$ cat src/verilog/m1_macros.svh
`ifndef M1_MACROS_SVH
`define M1_MACROS_SVH

// cp0 register numbers, select 0
`define CP0_BADVADDR      5'd8
`define CP0_ENTRYHI       5'd10
`define CP0_STATUS        5'd12
`define CP0_CAUSE         5'd13
`define CP0_EPC           5'd14

// exception entry points, BEV=1
`define EXC_VECTOR        32'hbfc0_0380
`define REFILL_VECTOR     32'hbfc0_0200

// cache attribute from the tlb c field
`define CACHE_UNCACHED    3'd2

// vaddr[31:29] of kseg0, kseg1 differs only in bit 29
`define KSEG_UNMAPPED_TOP 3'b100

`endif

$ cat src/verilog/m1_pkg.sv
`default_nettype none

package m1_pkg;

    typedef enum logic [4:0] {
        exc_int  = 5'd0,
        exc_mod  = 5'd1,
        exc_tlbl = 5'd2,
        exc_tlbs = 5'd3,
        exc_adel = 5'd4,
        exc_ades = 5'd5,
        exc_sys  = 5'd8,
        exc_bp   = 5'd9,
        exc_ri   = 5'd10,
        exc_ov   = 5'd12
    } exccode_e;

    typedef struct packed {
        logic [31:0] pc;
        logic [31:0] alu_result;   // also the data virtual address
        logic [4:0]  dest;
        logic        gr_we;
        logic        load_op;
        logic        mem_we;
        logic [3:0]  wstrb;
        logic [31:0] wdata;
        logic        inst_mfc0;
        logic        inst_mtc0;
        logic        inst_eret;
        logic [4:0]  cp0_rd;
        logic [2:0]  cp0_sel;
        logic        bd;           // in a branch delay slot
        logic        ex;           // exception from an earlier stage
        exccode_e    exccode;
        logic [31:0] rt_value;
    } es_to_m1_t;

    typedef struct packed {
        logic [31:0] pc;
        logic [31:0] result;
        logic [4:0]  dest;
        logic        gr_we;
        logic        load_op;
        logic        ex;
        logic [31:0] rt_value;
    } m1_to_ms_t;

    typedef struct packed {
        logic [19:0] pfn;
        logic [2:0]  c;
        logic        d;
        logic        v;
    } tlb_page_t;

    typedef struct packed {
        logic      found;
        tlb_page_t even;
        tlb_page_t odd;
    } tlb_lookup_t;

    typedef struct packed {
        logic        op;           // 1 = store
        logic [19:0] tag;
        logic [7:0]  index;
        logic [3:0]  offset;
        logic [3:0]  wstrb;
        logic [31:0] wdata;
        logic        uncached;
    } dcache_req_t;

endpackage

`default_nettype wire

$ cat src/verilog/dtlb_check.sv
`timescale 1ns/10ps
`default_nettype none

`include "m1_macros.svh"

module dtlb_check (
    input  wire logic [31:0]         vaddr,
    input  wire logic                load_op,
    input  wire logic                mem_we,
    input  wire m1_pkg::tlb_lookup_t tlb_result,
    output logic [19:0]              ptag,
    output logic                     uncached,
    output logic                     tlb_ex,
    output m1_pkg::exccode_e         tlb_exccode,
    output logic                     tlb_refill
);

    logic              unmapped;
    logic              mem_op;
    m1_pkg::tlb_page_t page;
    logic              miss;
    logic              invalid;
    logic              dirty_fault;

    assign unmapped = ((vaddr[31:29] & 3'b110) == `KSEG_UNMAPPED_TOP);   // kseg0 or kseg1
    assign mem_op   = load_op | mem_we;
    assign page     = vaddr[12] ? tlb_result.odd : tlb_result.even;   // odd half on bit 12

    assign miss        = !tlb_result.found;
    assign invalid     = tlb_result.found && !page.v;
    assign dirty_fault = tlb_result.found && page.v && mem_we && !page.d;

    always_comb begin
        if (unmapped) begin
            ptag     = {3'b000, vaddr[28:12]};
            uncached = vaddr[29];                  // kseg1
        end else begin
            ptag     = page.pfn;
            uncached = (page.c == `CACHE_UNCACHED);
        end
    end

    assign tlb_ex     = mem_op && !unmapped && (miss || invalid || dirty_fault);
    assign tlb_refill = tlb_ex && miss;

    always_comb begin
        if (dirty_fault) begin
            tlb_exccode = m1_pkg::exc_mod;
        end else if (mem_we) begin
            tlb_exccode = m1_pkg::exc_tlbs;
        end else begin
            tlb_exccode = m1_pkg::exc_tlbl;
        end
    end

endmodule

`default_nettype wire

$ cat src/verilog/cp0_regs.sv
`timescale 1ns/10ps
`default_nettype none

`include "m1_macros.svh"

module cp0_regs (
    input  wire logic             clk,
    input  wire logic             reset,
    input  wire logic             commit,
    input  wire logic             inst_mtc0,
    input  wire logic             inst_eret,
    input  wire logic             ex,
    input  wire m1_pkg::exccode_e exccode,
    input  wire logic             bd,
    input  wire logic [31:0]      pc,
    input  wire logic [31:0]      bad_vaddr,
    input  wire logic [4:0]       cp0_rd,
    input  wire logic [2:0]       cp0_sel,
    input  wire logic [31:0]      wdata,
    input  wire logic [5:0]       ext_int,
    output logic [31:0]           cp0_rdata,
    output logic [31:0]           epc,
    output logic                  status_ie,
    output logic                  status_exl,
    output logic [7:0]            status_im,
    output logic [7:0]            cause_ip,
    output logic [7:0]            entryhi_asid
);

    logic        exc_commit;
    logic        eret_commit;
    logic        wr_en;
    logic        addr_exc;
    logic        tlb_exc;
    logic        cause_bd;
    logic [5:0]  cause_ip_hw;
    logic [1:0]  cause_ip_sw;
    logic [4:0]  cause_exccode;
    logic [31:0] badvaddr;
    logic [18:0] entryhi_vpn2;

    assign exc_commit  = commit && ex;
    assign eret_commit = commit && inst_eret && !ex;
    assign wr_en       = commit && inst_mtc0 && !ex && (cp0_sel == 3'd0);

    assign tlb_exc  = (exccode == m1_pkg::exc_tlbl) || (exccode == m1_pkg::exc_tlbs) ||
                      (exccode == m1_pkg::exc_mod);
    assign addr_exc = tlb_exc || (exccode == m1_pkg::exc_adel) ||
                      (exccode == m1_pkg::exc_ades);

    always_ff @(posedge clk) begin
        if (reset) begin
            status_exl <= 1'b0;
            status_ie  <= 1'b0;
            status_im  <= 8'h00;
        end else if (exc_commit) begin
            status_exl <= 1'b1;
        end else if (eret_commit) begin
            status_exl <= 1'b0;
        end else if (wr_en && cp0_rd == `CP0_STATUS) begin
            status_im  <= wdata[15:8];
            status_exl <= wdata[1];
            status_ie  <= wdata[0];
        end
    end

    always_ff @(posedge clk) begin
        if (reset) begin
            cause_bd      <= 1'b0;
            cause_ip_hw   <= 6'd0;
            cause_ip_sw   <= 2'd0;
            cause_exccode <= 5'd0;
        end else begin
            cause_ip_hw <= ext_int;                     // sampled each cycle
            if (exc_commit) begin
                cause_bd      <= bd;
                cause_exccode <= exccode;
            end else if (wr_en && cp0_rd == `CP0_CAUSE) begin
                cause_ip_sw <= wdata[9:8];              // only the soft bits are writable
            end
        end
    end

    always_ff @(posedge clk) begin
        if (exc_commit) begin
            epc <= bd ? pc - 32'd4 : pc;                // point at the branch
        end else if (wr_en && cp0_rd == `CP0_EPC) begin
            epc <= wdata;
        end
    end

    always_ff @(posedge clk) begin
        if (exc_commit && addr_exc) begin
            badvaddr <= bad_vaddr;
        end
    end

    always_ff @(posedge clk) begin
        if (exc_commit && tlb_exc) begin
            entryhi_vpn2 <= bad_vaddr[31:13];
        end else if (wr_en && cp0_rd == `CP0_ENTRYHI) begin
            entryhi_vpn2 <= wdata[31:13];
        end
    end

    always_ff @(posedge clk) begin
        if (reset) begin
            entryhi_asid <= 8'h00;
        end else if (wr_en && cp0_rd == `CP0_ENTRYHI) begin
            entryhi_asid <= wdata[7:0];
        end
    end

    assign cause_ip = {cause_ip_hw, cause_ip_sw};

    always_comb begin
        cp0_rdata = 32'h0;
        if (cp0_sel == 3'd0) begin
            case (cp0_rd)
                `CP0_BADVADDR: cp0_rdata = badvaddr;
                `CP0_ENTRYHI:  cp0_rdata = {entryhi_vpn2, 5'd0, entryhi_asid};
                `CP0_STATUS:   cp0_rdata = {9'd0, 1'b1, 6'd0, status_im, 6'd0,
                                            status_exl, status_ie};   // bev fixed at 1
                `CP0_CAUSE:    cp0_rdata = {cause_bd, 15'd0, cause_ip, 1'b0,
                                            cause_exccode, 2'b00};
                `CP0_EPC:      cp0_rdata = epc;
                default:       cp0_rdata = 32'h0;
            endcase
        end
    end

endmodule

`default_nettype wire

$ cat src/verilog/m1_stage.sv
`timescale 1ns/10ps
`default_nettype none

`include "m1_macros.svh"

module m1_stage (
    input  wire logic                clk,
    input  wire logic                reset,
    input  wire logic                es_valid,
    input  wire m1_pkg::es_to_m1_t   es_bus,
    output logic                     m1_allowin,
    input  wire logic                ms_allowin,
    output logic                     ms_valid_out,
    output m1_pkg::m1_to_ms_t        ms_bus,
    input  wire logic [5:0]          ext_int,
    input  wire m1_pkg::tlb_lookup_t tlb_result,
    output logic [7:0]               entryhi_asid,
    output logic                     dcache_valid,
    output m1_pkg::dcache_req_t      dcache_req,
    input  wire logic                dcache_busy,
    output logic                     flush,
    output logic [31:0]              flush_target,
    output logic                     tlb_buffer_flush,
    output logic [4:0]               fwd_dest,
    output logic [31:0]              fwd_result,
    output logic                     fwd_load,
    output logic                     status_ie,
    output logic                     status_exl,
    output logic [7:0]               status_im,
    output logic [7:0]               cause_ip
);

    logic              valid;
    m1_pkg::es_to_m1_t r;
    logic              mem_op;
    logic              ready_go;
    logic              commit;
    logic [19:0]       ptag;
    logic              uncached;
    logic              tlb_ex;
    m1_pkg::exccode_e  tlb_exccode;
    logic              tlb_refill;
    logic              ex_m;
    m1_pkg::exccode_e  exccode_m;
    logic              refill_m;
    logic              refetch;
    logic [31:0]       cp0_rdata;
    logic [31:0]       epc;
    logic [31:0]       result;

    always_ff @(posedge clk) begin
        if (reset) begin
            valid <= 1'b0;
        end else if (m1_allowin) begin
            valid <= es_valid;
        end
    end

    always_ff @(posedge clk) begin
        if (es_valid && m1_allowin) begin
            r <= es_bus;
        end
    end

    assign mem_op       = r.load_op | r.mem_we;
    assign ready_go     = ex_m || !mem_op || !dcache_busy;
    assign m1_allowin   = !valid || (ready_go && ms_allowin);
    assign ms_valid_out = valid && ready_go;
    assign commit       = ms_valid_out && ms_allowin;

    dtlb_check dtlb_check_inst (
        .vaddr       (r.alu_result),
        .load_op     (r.load_op),
        .mem_we      (r.mem_we),
        .tlb_result  (tlb_result),
        .ptag        (ptag),
        .uncached    (uncached),
        .tlb_ex      (tlb_ex),
        .tlb_exccode (tlb_exccode),
        .tlb_refill  (tlb_refill)
    );

    // the exception carried in from earlier stages takes priority
    assign ex_m      = r.ex || tlb_ex;
    assign exccode_m = r.ex ? r.exccode : tlb_exccode;
    assign refill_m  = !r.ex && tlb_refill;
    assign refetch   = r.inst_mtc0 && (r.cp0_rd == `CP0_ENTRYHI) && !ex_m;

    cp0_regs cp0_regs_inst (
        .clk          (clk),
        .reset        (reset),
        .commit       (commit),
        .inst_mtc0    (r.inst_mtc0),
        .inst_eret    (r.inst_eret),
        .ex           (ex_m),
        .exccode      (exccode_m),
        .bd           (r.bd),
        .pc           (r.pc),
        .bad_vaddr    (r.alu_result),
        .cp0_rd       (r.cp0_rd),
        .cp0_sel      (r.cp0_sel),
        .wdata        (r.rt_value),       // mtc0 source is rt
        .ext_int      (ext_int),
        .cp0_rdata    (cp0_rdata),
        .epc          (epc),
        .status_ie    (status_ie),
        .status_exl   (status_exl),
        .status_im    (status_im),
        .cause_ip     (cause_ip),
        .entryhi_asid (entryhi_asid)
    );

    // request only on the commit cycle so the cache sees it once
    assign dcache_valid = valid && mem_op && !ex_m && !r.inst_eret && !dcache_busy &&
                          ms_allowin;

    assign dcache_req.op       = r.mem_we;
    assign dcache_req.tag      = ptag;
    assign dcache_req.index    = r.alu_result[11:4];
    assign dcache_req.offset   = r.alu_result[3:0];
    assign dcache_req.wstrb    = r.mem_we ? r.wstrb : 4'h0;
    assign dcache_req.wdata    = r.wdata;
    assign dcache_req.uncached = uncached;

    assign result = r.inst_mfc0 ? cp0_rdata : r.alu_result;

    assign ms_bus.pc       = r.pc;
    assign ms_bus.result   = result;
    assign ms_bus.dest     = r.dest;
    assign ms_bus.gr_we    = r.gr_we;
    assign ms_bus.load_op  = r.load_op;
    assign ms_bus.ex       = ex_m;
    assign ms_bus.rt_value = r.rt_value;

    assign fwd_dest   = r.dest & {5{valid && r.gr_we}};   // zero means no bypass
    assign fwd_result = result;
    assign fwd_load   = valid && r.load_op;

    assign flush            = commit && (ex_m || r.inst_eret || refetch);
    assign tlb_buffer_flush = commit && refetch;

    always_comb begin
        if (ex_m) begin
            flush_target = refill_m ? `REFILL_VECTOR : `EXC_VECTOR;
        end else if (r.inst_eret) begin
            flush_target = epc;
        end else begin
            flush_target = r.pc + 32'd4;              // refetch after entryhi write
        end
    end

endmodule

`default_nettype wire

$ cat config.mk
export PLATFORM = sky130hd
export DESIGN_NAME = m1_stage
export DESIGN_NICKNAME = d
export VERILOG_FILES = /design/src/verilog/m1_pkg.sv /design/src/verilog/dtlb_check.sv /design/src/verilog/cp0_regs.sv /design/src/verilog/m1_stage.sv
export VERILOG_INCLUDE_DIRS = /design/src /design/src/verilog
export SDC_FILE = /design/constraint.sdc
export NUM_CORES = 1
export LEC_CHECK = 0
export BUFFER_PORTS_ARGS = -buffer_cell sky130_fd_sc_hd__buf_4
export CELL_PAD_IN_SITES_DETAIL_PLACEMENT = 0
export CELL_PAD_IN_SITES_GLOBAL_PLACEMENT = 1
export CORE_MARGIN = 3
export CORE_UTILIZATION = 35
export DETAILED_ROUTE_END_ITERATION = 12
export GPL_ROUTABILITY_DRIVEN = 0
export PLACE_DENSITY = 0.77
export SETUP_SLACK_MARGIN = 0.15
export SLEW_MARGIN = 20
export SYNTH_ARGS = -nofsm -noshare
export SYNTH_HDL_FRONTEND = slang
export SYNTH_SLANG_ARGS = --single-unit
$ cat constraint.sdc
create_clock -name clk -period 15.1 [get_ports clk]
set_clock_uncertainty 0.05 [all_clocks]
set_input_delay 3.02 -clock clk [delete_from_list [all_inputs] [get_ports clk]]
set_output_delay 3.02 -clock clk [all_outputs]
set_load 0.01 [all_outputs]
==> flow_summary.yaml <==
cts:
  max-clock-path-buffers: 3
  clkTransAtPathRegs_ps: 60
  holdBufCountCts: 0
  cts_tree: "yes"
  cts_buffers: 31
  cts_root_buf: "clkbuf_16"
  cts.sinks: 274
  h-tree-depth: 1
  clk_latency_ps: 560
  cts_repair_resize_count: 0
  post_cts_setup_buffer_count: 0
floorplan:
  core-area_um2: 38100
  std_cell_rows: 71
  floorplan.die_area_um2: 41600
  io_pins: 495
  floorplan.die.width_um: 204
  start_util_pct: 36.0
  die_h_um: 204
power_and_ir_drop:
  power.density_nw_per_um2: 107
  leakage_nw: 7.27
  post-layout-total-power_mw: 1.90
  ir_worst_vdd_uv: 106
logic_synthesis:
  ys.flop_type: "edfxtp_1"
  synthesis.instances: 1176
  synth_top_cell_area_share_pct: 52.8
  synth_top_cells_by_count: "edfxtp_1, buf_4, nor2_1"
  syn_nets: 1398
  yosys.cell_types.count: 63
  post_synth.cell_area_avg_um2: 11.7
  netlist_area_um2: 13700
  yosysWarningCount: 0
  synth_edf_count: 241
  async_flop_share_pct: 0
  ys_seq_area_share_pct: 57.6
  yosys.area.top_type: "edfxtp_1"
  postSynthRegisterBits: 274
  synth_area_leaders: "edfxtp_1, buf_4, dfxtp_1"
  yosys.cell_count.top_type: "edfxtp_1"
drt:
  total_wirelength_of_the_detailed_routed_design_um: 48800
  number_of_violations_reported_at_the_end_of_detailed_routing_iteration_0: 641
  drt_pre_antenna_iters: 7
  via_count: 10400
  detailed_route_vias_per_instance: 5.09
  remaining_antenna_violation_count: 0
  drcViolationCount: 0
  wl_per_cell_um: 24.0
sta:
  worstMarginPinSlew_ps: 1050
  finalWorstPathRequiredPeriod_ps: 8580
  min_period_over_period_pct: 56.8
  maxClockFrequency_ghz: 0.117
  setup-violations-final: 0
  grt_setup_unrepaired: "no"
  fin_ws_ps: 6520
  tns_ps: 0
  worst_max_slew_margin_expressed_relative_to_the_limit_pct: 29.5
  timing.hold.ws_ps: 423
  report.final.slew_viol_count: 0
  hold_violations: 0
global_routing:
  initial_antenna_violation_count: 2
  grt_first_pass_wirelength_um: 69000
  first_global_vias: 10400
  globalRouteOverflowTotal: 0
  grt.total_usage_pct: 22.3
  maximum_number_of_pins_on_one_net_before_global_route_repair: 159
min_path:
  worst_hold_path.endpoint: "cp0_regs_inst.cause_bd$_SDFFE_PP0P_"
  hold_start: "cp0_regs_inst.cause_bd$_SDFFE_PP0P_"
  holdCritPathClass: "register to register"
  whs_path_depth: 2
worst_setup_path:
  crit_type: "input port to output port"
  cp_data_arrival_time_ps: 5510
  worst_r2r_endpoint: "ms_bus[99]$_DFFE_PP_"
  critPathRequiredTime_ps: 12030
  kind_of_start_point_of_the_critical_path: "input port"
  critical_path.endpoint_type: "output port"
  timing.reg2reg.setup_slack_ps: 11050
  reg2reg_from: "r[106]$_DFFE_PP_"
  critPathMaxFanout: 25
  r2r_cells: 9
final_layout:
  final_net_count: 1723
  post_route_cells_drive_above_1_share_pct: 41.0
  area_delta_synth_final_pct: 30.1
  final_design_area_no_fill_um2: 17800
  fillers: 3518
run_status:
  status: "finished, final reports clean"
placement:
  dp_hpwl_um: 36800
  portBuffers: 494
  dpl-instance-area_um2: 16800
  pre_cts_ws_ps: 6460
run:
  max-cap-violations: 0
==> worst max-delay path, cell delays in order <==
cell and delay [ps]:
buf_4 80, mux2i_1 90, a2111oi_2 710, or2_1 200, buf_4 310, inv_2 320
nor4_1 550, buf_4 220
==> final cells by class <==
cell class | count | area (um2) | share of cell area [%]
antenna | 1 | 2.50 | 0.0140
sequential | 274 | 7900 | 44.3
timing repair buffer | 514 | 3880 | 21.8
multi-input combinational | 641 | 4310 | 24.1
clock buffer | 42 | 827 | 4.64
clock inverter | 15 | 131 | 0.737
tap | 511 | 639 | 3.58
inverter | 39 | 146 | 0.821
==> logic make-up (layout without fill, tap and decap cells) <==
kind of cell	count (synthesis)	after routing	synth area share [%]
muxes	92	92	7.09
AOI/OAI and AO/OA	202	202	9.49
buffers and inverters	261	610	11.4
other	0	1	0
and+or+nand+nor	296	296	11.0
xor gates and xnor gates	49	49	3.13
DFF	274	274	57.6
adders and majority gates	2	2	0.183
==> layer usage <==
metal  part of all wire [%]  up-vias  routed length (um)  global-route usage [%]
met4                    3.4        2                1650                    6.71
li1                       -     4787                   -                       -
met5                  0.027        -                  13                       0
met2                     50      474               24400                    39.4
met3                    7.8       75                3830                    5.40
met1                     39     5034               18900                    27.0
==> registers in the layout, indices dropped and copies added (netlist names) <==
| register | flops |
|---|---|
| valid | 1 |
| cp0_regs_inst.cause_ip_hw | 6 |
| cp0_regs_inst.status_ie | 1 |
| cp0_regs_inst.entryhi_asid | 8 |
| ms_bus | 71 |
| r | 42 |
| cp0_regs_inst.cause_bd | 1 |
| cp0_regs_inst.epc | 32 |
| cp0_regs_inst.status_im | 8 |
| cp0_regs_inst.cause_exccode | 5 |
| dcache_req | 45 |
| cp0_regs_inst.cause_ip_sw | 2 |
| cp0_regs_inst.entryhi_vpn2 | 19 |
| cp0_regs_inst.status_exl | 1 |
| cp0_regs_inst.badvaddr | 32 |
==> how the worst max path moves through the flow <==
stage                  start                        to  slack [ps]  depth (start not counted)
6_report       tlb_result[1]              dcache_valid        6520                          8
4_1_cts        tlb_result[1]              dcache_valid        6450                          8
3_3_place_gp   tlb_result[1]              dcache_valid        6550                          8
3_5_place_dp   tlb_result[1]              dcache_valid        6460                          8
2_1_floorplan  tlb_result[0]  dcache_req[10]$_DFFE_PP_        2950                          7
5_1_grt        tlb_result[0]              dcache_valid        6260                          8
==> stage by stage <==
step                util (%)  std cells
floorplan                  -       1176
global placement        44.2       1978
detailed placement      44.2       1978
CTS                     46.7       2035
global route            46.8       2037
finish                  46.8       2037
==> report_power, final <==
group / switching (mW) / total, mW / internal (mW)
registers: 0.0404 / 0.910 / 0.870
logic: 0.136 / 0.266 / 0.130
clock network: 0.308 / 0.725 / 0.416
total: 0.484 / 1.90 / 1.42
==> cell usage in the layout (no fill, tap or decap), types with 4 or more instances in the layout <==
master,netlist,final
a21oi_1,43,43
xor2_1,34,34
mux2_2,41,41
buf_4,150,512
and2_1,9,9
clkbuf_16,0,31
dfxtp_1,33,33
or2_2,5,5
clkbuf_1,49,10
nand2_1,79,78
a22oi_1,35,35
a31oi_1,4,4
inv_1,38,38
xnor2_1,15,15
clkinv_1,0,4
nor4_1,5,5
o2111ai_1,4,4
nand4_1,12,12
nand3_1,24,24
mux2i_1,51,51
o22ai_1,27,27
a21o_1,7,7
clkinv_2,0,5
nor4b_1,7,6
and3_1,11,11
a221oi_1,4,4
o21ai_1,39,39
nand3b_1,9,9
a22o_1,7,7
edfxtp_1,241,241
a211oi_1,5,5
nor3b_1,6,4
nor2_1,84,82
nand4b_1,4,4
nor2b_1,9,9
o21ai_0,7,7
nor3_1,14,13
No activity file was read; power rests on OpenSTA's default activity.
